### src/logic/amp_pkg.sv
package amp_pkg;

    typedef logic [5:0]  reg_addr_t;
    typedef logic [7:0]  reg_byte_t;
    typedef logic [15:0] spi_word_t;

    // frame is {cmd, addr, data}
    localparam logic [1:0] CMD_WRITE = 2'b10;
    localparam logic [1:0] CMD_READ  = 2'b11;

    // ROM signature lives in registers 40..44
    localparam reg_addr_t   SIG_BASE  = 6'd40;
    localparam int          SIG_LEN   = 5;
    localparam logic [39:0] SIG_BYTES = "NEURO";
    localparam reg_addr_t   ID_REG    = 6'd63;

    localparam int NUM_CFG_REGS = 14;

    typedef struct packed {
        logic [5:0]  adc_bias;
        logic [5:0]  mux_bias;
        logic [1:0]  temp_sel;
        logic        dsp_en;
        logic [3:0]  dsp_cutoff;
        logic        twos_comp;
        logic        zchk_en;
        logic [1:0]  zchk_scale;
        logic [7:0]  zchk_dac;
        logic [5:0]  zchk_chan;
        logic [10:0] hi_cut;
        logic [12:0] lo_cut;
    } amp_cfg_t;

    typedef reg_byte_t [NUM_CFG_REGS-1:0] cfg_regs_t;

    typedef struct packed {
        logic       busy;
        logic       done;
        logic       id_ok;
        logic       cfg_ok;
        reg_byte_t  chip_id;
        logic [3:0] echo_errs;
        spi_word_t  last_rx;
    } amp_status_t;

    typedef enum logic [2:0] {
        S_IDLE,
        S_CHECK,
        S_CHECK_FLUSH,
        S_EVAL,
        S_CONF,
        S_CONF_FLUSH,
        S_DONE
    } seq_state_t;

    localparam logic [7:0] CSR_CTRL     = 8'h00;
    localparam logic [7:0] CSR_STATUS   = 8'h04;
    localparam logic [7:0] CSR_CFG_BIAS = 8'h08;
    localparam logic [7:0] CSR_CFG_ZCHK = 8'h0C;
    localparam logic [7:0] CSR_CFG_BW   = 8'h10;
    localparam logic [7:0] CSR_LAST_RX  = 8'h14;

endpackage

### src/logic/amp_csr_axil.sv
`timescale 1ns/1ns

module amp_csr_axil
    import amp_pkg::*;
(
    input  logic        clk,
    input  logic        rst,

    input  logic [7:0]  awaddr,
    input  logic        awvalid,
    output logic        awready,
    input  logic [31:0] wdata,
    input  logic [3:0]  wstrb,
    input  logic        wvalid,
    output logic        wready,
    output logic [1:0]  bresp,
    output logic        bvalid,
    input  logic        bready,
    input  logic [7:0]  araddr,
    input  logic        arvalid,
    output logic        arready,
    output logic [31:0] rdata,
    output logic [1:0]  rresp,
    output logic        rvalid,
    input  logic        rready,

    output amp_cfg_t    cfg,
    output logic        start,
    input  amp_status_t status
);

    logic [31:0] cfg_bias;
    logic [31:0] cfg_zchk;
    logic [31:0] cfg_bw;
    logic [31:0] rd_data;
    logic        wr_en;
    logic        rd_en;

    function automatic logic [31:0] merge_strb(
        input logic [31:0] old,
        input logic [31:0] data,
        input logic [3:0]  strb
    );
        logic [31:0] res;
        res = old;
        for (int b = 0; b < 4; b++) begin
            if (strb[b]) begin
                res[8*b +: 8] = data[8*b +: 8];
            end
        end
        return res;
    endfunction

    // AW and W are taken together, once the previous response is gone
    assign wr_en   = awvalid && wvalid && !bvalid;
    assign awready = wr_en;
    assign wready  = wr_en;
    assign bresp   = 2'b00;

    assign rd_en   = arvalid && !rvalid;
    assign arready = !rvalid;
    assign rresp   = 2'b00;

    always_ff @(posedge clk or posedge rst) begin
        if (rst) begin
            cfg_bias <= '0;
            cfg_zchk <= '0;
            cfg_bw   <= '0;
            bvalid   <= 1'b0;
            start    <= 1'b0;
        end else begin
            start <= 1'b0;
            if (bvalid && bready) begin
                bvalid <= 1'b0;
            end
            if (wr_en) begin
                bvalid <= 1'b1;
                case (awaddr)
                    CSR_CTRL:     start    <= wdata[0] && !status.busy;
                    CSR_CFG_BIAS: cfg_bias <= merge_strb(cfg_bias, wdata, wstrb);
                    CSR_CFG_ZCHK: cfg_zchk <= merge_strb(cfg_zchk, wdata, wstrb);
                    CSR_CFG_BW:   cfg_bw   <= merge_strb(cfg_bw, wdata, wstrb);
                    default: ;
                endcase
            end
        end
    end

    always_comb begin
        case (araddr)
            CSR_STATUS:   rd_data = {16'h0, status.chip_id, status.echo_errs,
                                     status.cfg_ok, status.id_ok, status.done, status.busy};
            CSR_CFG_BIAS: rd_data = cfg_bias;
            CSR_CFG_ZCHK: rd_data = cfg_zchk;
            CSR_CFG_BW:   rd_data = cfg_bw;
            CSR_LAST_RX:  rd_data = {16'h0, status.last_rx};
            default:      rd_data = '0;
        endcase
    end

    always_ff @(posedge clk or posedge rst) begin
        if (rst) begin
            rvalid <= 1'b0;
        end else if (rd_en) begin
            rvalid <= 1'b1;
        end else if (rready) begin
            rvalid <= 1'b0;
        end
    end

    // read data held until the handshake
    always_ff @(posedge clk) begin
        if (rd_en) begin
            rdata <= rd_data;
        end
    end

    assign cfg.adc_bias   = cfg_bias[5:0];
    assign cfg.mux_bias   = cfg_bias[13:8];
    assign cfg.temp_sel   = cfg_bias[17:16];
    assign cfg.dsp_en     = cfg_bias[20];
    assign cfg.twos_comp  = cfg_bias[21];
    assign cfg.dsp_cutoff = cfg_bias[27:24];
    assign cfg.zchk_en    = cfg_zchk[0];
    assign cfg.zchk_scale = cfg_zchk[2:1];
    assign cfg.zchk_dac   = cfg_zchk[15:8];
    assign cfg.zchk_chan  = cfg_zchk[21:16];
    assign cfg.hi_cut     = cfg_bw[10:0];
    assign cfg.lo_cut     = cfg_bw[28:16];

endmodule

### src/logic/amp_frontend_top.sv
`timescale 1ns/1ns

module amp_frontend_top
    import amp_pkg::*;
#(
    parameter int SCLK_DIV = 2
) (
    input  logic        clk,
    input  logic        rst,

    input  logic [7:0]  awaddr,
    input  logic        awvalid,
    output logic        awready,
    input  logic [31:0] wdata,
    input  logic [3:0]  wstrb,
    input  logic        wvalid,
    output logic        wready,
    output logic [1:0]  bresp,
    output logic        bvalid,
    input  logic        bready,
    input  logic [7:0]  araddr,
    input  logic        arvalid,
    output logic        arready,
    output logic [31:0] rdata,
    output logic [1:0]  rresp,
    output logic        rvalid,
    input  logic        rready,

    output logic        sclk,
    output logic        cs,
    output logic        mosi,
    input  logic        miso
);

    amp_cfg_t    cfg;
    cfg_regs_t   regs;
    amp_status_t status;
    logic        start;
    spi_word_t   tx_word;
    logic        tx_valid;
    logic        tx_ready;
    spi_word_t   rx_word;
    logic        rx_valid;

    amp_csr_axil u_csr (
        .clk     (clk),
        .rst     (rst),
        .awaddr  (awaddr),
        .awvalid (awvalid),
        .awready (awready),
        .wdata   (wdata),
        .wstrb   (wstrb),
        .wvalid  (wvalid),
        .wready  (wready),
        .bresp   (bresp),
        .bvalid  (bvalid),
        .bready  (bready),
        .araddr  (araddr),
        .arvalid (arvalid),
        .arready (arready),
        .rdata   (rdata),
        .rresp   (rresp),
        .rvalid  (rvalid),
        .rready  (rready),
        .cfg     (cfg),
        .start   (start),
        .status  (status)
    );

    amp_reg_map u_map (
        .cfg  (cfg),
        .regs (regs)
    );

    amp_seq u_seq (
        .clk      (clk),
        .rst      (rst),
        .start    (start),
        .regs     (regs),
        .tx_word  (tx_word),
        .tx_valid (tx_valid),
        .tx_ready (tx_ready),
        .rx_word  (rx_word),
        .rx_valid (rx_valid),
        .status   (status)
    );

    amp_spi_master #(
        .SCLK_DIV (SCLK_DIV)
    ) u_spi (
        .clk      (clk),
        .rst      (rst),
        .tx_word  (tx_word),
        .tx_valid (tx_valid),
        .tx_ready (tx_ready),
        .rx_word  (rx_word),
        .rx_valid (rx_valid),
        .sclk     (sclk),
        .cs       (cs),
        .mosi     (mosi),
        .miso     (miso)
    );

endmodule

### src/logic/amp_reg_map.sv
`timescale 1ns/1ns

module amp_reg_map
    import amp_pkg::*;
(
    input  amp_cfg_t  cfg,
    output cfg_regs_t regs
);

    always_comb begin
        // ADC reference and comparator bits fixed high
        regs[0]  = {2'b11, cfg.adc_bias};
        regs[1]  = {2'b00, cfg.mux_bias};
        regs[2]  = 8'h00;
        regs[3]  = {4'b0000, cfg.temp_sel, 2'b00};
        regs[4]  = {1'b0, cfg.twos_comp, 1'b0, cfg.dsp_en, cfg.dsp_cutoff};
        regs[5]  = {3'b000, cfg.zchk_scale, 2'b00, cfg.zchk_en};
        regs[6]  = cfg.zchk_dac;
        regs[7]  = {2'b00, cfg.zchk_chan};

        // upper cutoff code is split and written to both pairs
        regs[8]  = {2'b00, cfg.hi_cut[5:0]};
        regs[9]  = {3'b000, cfg.hi_cut[10:6]};
        regs[10] = {2'b00, cfg.hi_cut[5:0]};
        regs[11] = {3'b000, cfg.hi_cut[10:6]};

        // lower cutoff code
        regs[12] = {1'b0, cfg.lo_cut[6:0]};
        regs[13] = {2'b00, cfg.lo_cut[12:7]};
    end

endmodule

### src/logic/amp_seq.sv
`timescale 1ns/1ns

module amp_seq
    import amp_pkg::*;
(
    input  logic        clk,
    input  logic        rst,
    input  logic        start,
    input  cfg_regs_t   regs,
    output spi_word_t   tx_word,
    output logic        tx_valid,
    input  logic        tx_ready,
    input  spi_word_t   rx_word,
    input  logic        rx_valid,
    output amp_status_t status
);

    typedef enum logic [1:0] {T_NONE, T_SIG, T_ID, T_ECHO} tag_kind_t;

    typedef struct packed {
        tag_kind_t kind;
        reg_byte_t exp_byte;
    } frame_tag_t;

    seq_state_t state;
    logic [3:0] idx;
    frame_tag_t new_tag;
    frame_tag_t cur_tag;
    frame_tag_t tag_q0;
    frame_tag_t tag_q1;
    logic       sig_err;
    reg_byte_t  id_byte;
    logic       fire;

    assign tx_valid = state inside {S_CHECK, S_CHECK_FLUSH, S_CONF, S_CONF_FLUSH};
    assign fire     = tx_valid && tx_ready;

    // command and tag for the frame being offered
    always_comb begin
        tx_word = {CMD_READ, ID_REG, 8'h00};
        new_tag = '{kind: T_NONE, exp_byte: 8'h00};
        case (state)
            S_CHECK: begin
                if (idx < 4'(SIG_LEN)) begin
                    tx_word = {CMD_READ, SIG_BASE + reg_addr_t'(idx), 8'h00};
                    new_tag = '{kind: T_SIG, exp_byte: SIG_BYTES[8*(SIG_LEN-1-idx) +: 8]};
                end else begin
                    new_tag = '{kind: T_ID, exp_byte: 8'h00};
                end
            end
            S_CONF: begin
                tx_word = {CMD_WRITE, reg_addr_t'(idx), regs[idx]};
                new_tag = '{kind: T_ECHO, exp_byte: regs[idx]};
            end
            default: ;
        endcase
    end

    always_ff @(posedge clk or posedge rst) begin
        if (rst) begin
            state   <= S_IDLE;
            idx     <= '0;
            cur_tag <= '0;
            tag_q0  <= '0;
            tag_q1  <= '0;
            sig_err <= 1'b0;
            status  <= '0;
        end else begin
            if (fire) begin
                idx     <= idx + 1'b1;
                cur_tag <= new_tag;
            end

            // result of frame k arrives at the end of frame k+2
            if (rx_valid) begin
                status.last_rx <= rx_word;
                tag_q0         <= cur_tag;
                tag_q1         <= tag_q0;
                case (tag_q1.kind)
                    T_SIG: begin
                        if (rx_word[7:0] != tag_q1.exp_byte) begin
                            sig_err <= 1'b1;
                        end
                    end
                    T_ECHO: begin
                        if (rx_word != {8'hFF, tag_q1.exp_byte} && status.echo_errs != 4'hF) begin
                            status.echo_errs <= status.echo_errs + 1'b1;
                        end
                    end
                    default: ;
                endcase
            end

            case (state)
                S_IDLE: begin
                    if (start) begin
                        status.busy      <= 1'b1;
                        status.done      <= 1'b0;
                        status.id_ok     <= 1'b0;
                        status.cfg_ok    <= 1'b0;
                        status.chip_id   <= '0;
                        status.echo_errs <= '0;
                        sig_err          <= 1'b0;
                        cur_tag          <= '0;
                        tag_q0           <= '0;
                        tag_q1           <= '0;
                        idx              <= '0;
                        state            <= S_CHECK;
                    end
                end
                S_CHECK: begin
                    if (fire && idx == 4'd5) begin
                        idx   <= '0;
                        state <= S_CHECK_FLUSH;
                    end
                end
                S_CHECK_FLUSH: begin
                    if (fire && idx == 4'd1) begin
                        state <= S_EVAL;
                    end
                end
                S_EVAL: begin
                    // master idle means the last result is in
                    if (tx_ready) begin
                        status.id_ok   <= !sig_err;
                        status.chip_id <= id_byte;
                        idx            <= '0;
                        state          <= sig_err ? S_DONE : S_CONF;
                    end
                end
                S_CONF: begin
                    if (fire && idx == 4'(NUM_CFG_REGS - 1)) begin
                        idx   <= '0;
                        state <= S_CONF_FLUSH;
                    end
                end
                S_CONF_FLUSH: begin
                    if (fire && idx == 4'd1) begin
                        state <= S_DONE;
                    end
                end
                default: begin
                    if (tx_ready) begin
                        status.busy   <= 1'b0;
                        status.done   <= 1'b1;
                        status.cfg_ok <= status.id_ok && status.echo_errs == 4'h0;
                        state         <= S_IDLE;
                    end
                end
            endcase
        end
    end

    always_ff @(posedge clk) begin
        if (rx_valid && tag_q1.kind == T_ID) begin
            id_byte <= rx_word[7:0];
        end
    end

endmodule

### src/logic/amp_spi_master.sv
`timescale 1ns/1ns

module amp_spi_master
    import amp_pkg::*;
#(
    parameter int SCLK_DIV = 2
) (
    input  logic      clk,
    input  logic      rst,
    input  spi_word_t tx_word,
    input  logic      tx_valid,
    output logic      tx_ready,
    output spi_word_t rx_word,
    output logic      rx_valid,
    output logic      sclk,
    output logic      cs,
    output logic      mosi,
    input  logic      miso
);

    localparam int CW = $clog2(2 * SCLK_DIV);

    typedef enum logic [1:0] {M_IDLE, M_XFER, M_TAIL, M_GAP} spi_state_t;

    spi_state_t    state;
    logic [CW-1:0] cnt;
    logic [3:0]    bit_cnt;
    spi_word_t     tx_sh;
    spi_word_t     rx_sh;
    logic          half_done;

    assign tx_ready  = (state == M_IDLE);
    assign half_done = (cnt == CW'(SCLK_DIV - 1));
    assign mosi      = tx_sh[15];
    assign rx_word   = rx_sh;

    always_ff @(posedge clk or posedge rst) begin
        if (rst) begin
            state    <= M_IDLE;
            cnt      <= '0;
            bit_cnt  <= '0;
            tx_sh    <= '0;
            sclk     <= 1'b0;
            cs       <= 1'b1;
            rx_valid <= 1'b0;
        end else begin
            rx_valid <= 1'b0;
            case (state)
                M_IDLE: begin
                    if (tx_valid) begin
                        tx_sh   <= tx_word;
                        cs      <= 1'b0;
                        cnt     <= '0;
                        bit_cnt <= '0;
                        state   <= M_XFER;
                    end
                end
                M_XFER: begin
                    cnt <= half_done ? '0 : cnt + 1'b1;
                    if (half_done) begin
                        sclk <= ~sclk;
                        // falling edge: next bit out
                        if (sclk) begin
                            tx_sh   <= {tx_sh[14:0], 1'b0};
                            bit_cnt <= bit_cnt + 1'b1;
                            if (bit_cnt == 4'd15) begin
                                state <= M_TAIL;
                            end
                        end
                    end
                end
                M_TAIL: begin
                    cnt <= cnt + 1'b1;
                    if (half_done) begin
                        cs       <= 1'b1;
                        rx_valid <= 1'b1;
                        cnt      <= '0;
                        state    <= M_GAP;
                    end
                end
                default: begin
                    // chip select high time between frames
                    cnt <= cnt + 1'b1;
                    if (cnt == CW'(2 * SCLK_DIV - 1)) begin
                        state <= M_IDLE;
                    end
                end
            endcase
        end
    end

    // sample on the rising edge
    always_ff @(posedge clk) begin
        if (state == M_XFER && half_done && !sclk) begin
            rx_sh <= {rx_sh[14:0], miso};
        end
    end

endmodule

### config.mk
export PLATFORM = sky130hd
export DESIGN_NAME = amp_frontend_top
export DESIGN_NICKNAME = d
export VERILOG_FILES = /design/src/logic/amp_pkg.sv /design/src/logic/amp_csr_axil.sv /design/src/logic/amp_frontend_top.sv /design/src/logic/amp_reg_map.sv /design/src/logic/amp_seq.sv /design/src/logic/amp_spi_master.sv
export SDC_FILE = /design/constraint.sdc
export NUM_CORES = 1
export LEC_CHECK = 0
export BUFFER_PORTS_ARGS = -buffer_cell sky130_fd_sc_hd__buf_2
export CORE_AREA = 2 2 152 266
export CTS_CLUSTER_DIAMETER = 50
export DETAILED_ROUTE_END_ITERATION = 10
export DIE_AREA = 0 0 154 268
export PLACE_DENSITY_LB_ADDON = 0.3
export RECOVER_POWER = 100
export SLEW_MARGIN = 20
export SYNTH_ARGS = -nofsm -noshare
export SYNTH_HDL_FRONTEND = slang
export SYNTH_SLANG_ARGS = --single-unit
### constraint.sdc
create_clock -name clk -period 14.65 [get_ports clk]
set_clock_uncertainty 0.1 [all_clocks]
set_input_delay 0.7325 -clock clk [delete_from_list [all_inputs] [get_ports clk]]
set_output_delay 0.7325 -clock clk [all_outputs]
set_load 0.03 [all_outputs]
==> flow_metrics.env <==
export IMPL_nFillCells=3877
export IMPL_cts_tree="yes"
export IMPL_avgViaCountPerCell=5.12
export IMPL_core_area_mm2=0.0390
export IMPL_endpoint_kind="async pin"
export IMPL_vias=7958
export IMPL_ys_types=65
export IMPL_max_freq_mhz=161
export IMPL_io_buffers=99
export IMPL_synth_seq_area_share_pct=56.7
export IMPL_ant_nets=0
export IMPL_post_cts_setup_buffers=0
export IMPL_grtUsageTotal_pct=15.6
export IMPL_hold_worst_slack_ns=0.242
export IMPL_finalWeightedCongestion=0.829
export IMPL_crit_end="u_spi.tx_sh[3]"
export IMPL_synth_async_reset_ratio_pct=77.8
export IMPL_fin_crit_ns=6.19
export IMPL_multi_input_area_mm2=0.00460
export IMPL_p_per_area_mw_per_mm2=158
export IMPL_grt_overflow_total=0
export IMPL_cp_start_kind="input port"
export IMPL_antenna_found_initial=0
export IMPL_grt_max_degree=77
export IMPL_rr_startpoint="u_spi.rx_valid"
export IMPL_syn_area_per_cell_um2=12.2
export IMPL_drive_above_1_share_pct=17.3
export IMPL_syn_inst=953
export IMPL_ys_ff_latch=252
export IMPL_cts_hold_buf=0
export IMPL_antenna_cells=0
export IMPL_tightest_slew_ns=4.20
export IMPL_clk_latency_ns=0.56
export IMPL_cp_max_fo=76
export IMPL_pre_cts_slack_ns=11.51
export IMPL_worstSetupPathType="in2async"
export IMPL_hpwlAfterDp_um=23200
export IMPL_drt_iter0_drc=438
export IMPL_hold_viol_final=0
export IMPL_drv_cap=6
export IMPL_grt_pass1_vias=8256
export IMPL_worstPathRequired_ns=14.22
export IMPL_tns_ns=0
export IMPL_violations="capacitance limit, slew limit"
export IMPL_status="complete, but fails checks"
export IMPL_path_clk_slew_ns=0.06
export IMPL_reg2reg_depth=3
export IMPL_crit_start="rst"
export IMPL_cp_arrival_ns=5.77
export IMPL_setup_viol=0
export IMPL_area_delta_synth_final_pct=14.2
export IMPL_htreeDepth=1
export IMPL_relSlewSlack_pct=-180
export IMPL_drt_pass1_iter_count=5
export IMPL_die_area_mm2=0.0413
export IMPL_cp_slowest_cell="clkbuf_1"
export IMPL_cellLeakagePower_nw=5.94
export IMPL_clk_path_buf_depth=3
export IMPL_clock_sinks=252
export IMPL_ff2ff_setup_slack_ns=11.13
export IMPL_drc_errors=0
export IMPL_synth_edf_count=56
export IMPL_die_y_um=268
export IMPL_vdd_drop_max_uv=93.9
export IMPL_rows=96
export IMPL_register_area_mm2=0.00659
export IMPL_totalWireLength_um=32400
export IMPL_ys_warn_count=0
export IMPL_die_w_um=154
export IMPL_finalCritPeriodShare_pct=42.3
export IMPL_start_util_pct=29.8
export IMPL_cts_root_buf="clkbuf_16"
export IMPL_fin_ws_ns=8.46
export IMPL_cpPeakStageDelay_ns=3.07
export IMPL_grt_first_pass_wirelength_um=49900
export IMPL_numCtsBuffers=26
export IMPL_ios=104
export IMPL_worstHoldPathType="in2reg"
export IMPL_grt_setup_unrepaired="no"
export IMPL_cts_resized=0
export IMPL_timing_rr_end="u_seq.id_byte[2]"
export IMPL_syn_area_mm2=0.0116
export IMPL_synth_ff_type="dfrtp_1"
export IMPL_slew_violations=292
export IMPL_wl_per_cell_um=20.8
export IMPL_final_nets=1119
export IMPL_cp_cell_sequence="buf_2 -> clkinvlp_2 -> clkbuf_1"
## worst max-delay path, delay by kind of cell
kind	cells	cell delay [ns]
buffers and inverters	3	4.96
## sequential cells by signal, summed over array words and instances, names as in the netlist, 8 cells and up
register        cells
u_seq.tag_q0       10
u_seq.cur_tag      10
u_csr.cfg_bw       32
u_seq.id_byte       8
u_csr.cfg_bias     32
u_spi.tx_sh        16
u_seq.tag_q1       10
u_csr.rdata        32
u_csr.cfg_zchk     32
u_seq.status       32
u_spi.rx_word      16
## placed cells by master (no fill, tap or decap), drive strengths merged, types with 6 or more instances in the layout
cell type  count
dfrtp        195
mux2         121
clkbuf        81
nor2          71
buf           64
edfxtp        56
mux2i         53
nand2         52
a21oi         48
o21ai         42
inv           40
a22oi         20
nand3         18
a222oi        16
ha            14
nor3          14
nand2b        13
xor2          11
clkinv        11
nand4         10
nor2b         10
a22o           8
a32oi          6
nor4           6
## metrics by stage
stage / std cells / utilization (%) / total power, mW / cell area [um^2]
6_report: 1555 / 34.0 / 2.10 / 13300
5_1_grt: 1555 / 34.0 / 2.22 / 13300
4_1_cts: 1555 / 34.5 / 2.13 / 13500
3_5_place_dp: 1507 / 32.4 / 1.48 / 12600
3_3_place_gp: 1507 / 32.4 / 1.46 / 12600
2_1_floorplan: 956 / - / 1.31 / 11600
## metal layers
layer | track usage, % | vias to the layer above | share of wire, %
li1 | - | 3667 | -
met1 | 17.4 | 4053 | 39
met2 | 29.5 | 171 | 54
met3 | 1.55 | 67 | 2.7
met4 | 7.55 | 0 | 4.5
met5 | 0 | - | 0
## worst min-delay path by stage
stage / cells past startpoint / end / from / slack, ns
after global placement: 1 / u_seq.status[21] / u_seq.id_byte[1] / 0.35
after detailed placement: 1 / u_seq.status[21] / u_seq.id_byte[1] / 0.36
after global routing: 2 / u_csr.rvalid / rready / 0.23
after floorplan: 2 / u_seq.cur_tag[0] / u_seq.cur_tag[0] / 0.34
final: 2 / u_csr.rvalid / rready / 0.24
after CTS: 2 / u_spi.state[0] / rst / 0.14
## synthesized netlist by cell type, types with 6 or more instances
library cell,n,area (um^2)
inv_1,39,146
xor2_1,11,96.3
a32oi_1,6,52.6
clkbuf_1,31,116
buf_2,8,40.0
ha_1,14,175
dfrtp_1,195,4880
a222oi_1,16,160
nand3_1,18,90.1
mux2i_1,53,531
nand2_1,46,173
a21oi_1,48,240
nand4_1,10,62.6
o21ai_0,41,205
buf_4,7,52.6
mux2_1,50,563
nand2b_1,13,81.3
mux2_2,71,800
nand2_4,6,67.6
nor3_1,14,70.1
nor2_1,70,263
nor2b_1,10,62.6
a22oi_1,20,150
a22o_1,8,70.1
edfxtp_1,56,1680
## power by group
group          leakage (nW)  total, mW  switching [mW]  internal (mW)
clock network         0.404      0.646           0.291          0.355
registers              3.16      0.947           0.108          0.839
logic                  2.38      0.506           0.308          0.198
total                  5.94       2.10           0.707           1.39
## layout make-up
class,instances,share of cell area [%]
inverters,39,1.11
clock inverters,14,0.980
flip-flops and latches,252,49.6
repair buffers,111,3.85
well taps,490,4.62
multi-input cells,615,34.6
clock buffers,34,5.20
## kinds of logic (layout without fill, tap and decap cells)
| logic type | Yosys count | in the layout | share of synthesized area [%] |
|---|---|---|---|
| AO/OA/AOI/OAI | 187 | 187 | 10.9 |
| XOR/XNOR | 14 | 14 | 1.05 |
| adder cells (fa/ha/maj) | 14 | 14 | 1.51 |
| flip-flops | 252 | 252 | 56.7 |
| multiplexers | 177 | 177 | 16.9 |
| AND/OR/NAND/NOR | 219 | 219 | 9.80 |
| buffers and inverters | 89 | 198 | 3.19 |
| other | 1 | 4 | 0.0323 |
Power figures use the tool's default switching activity.
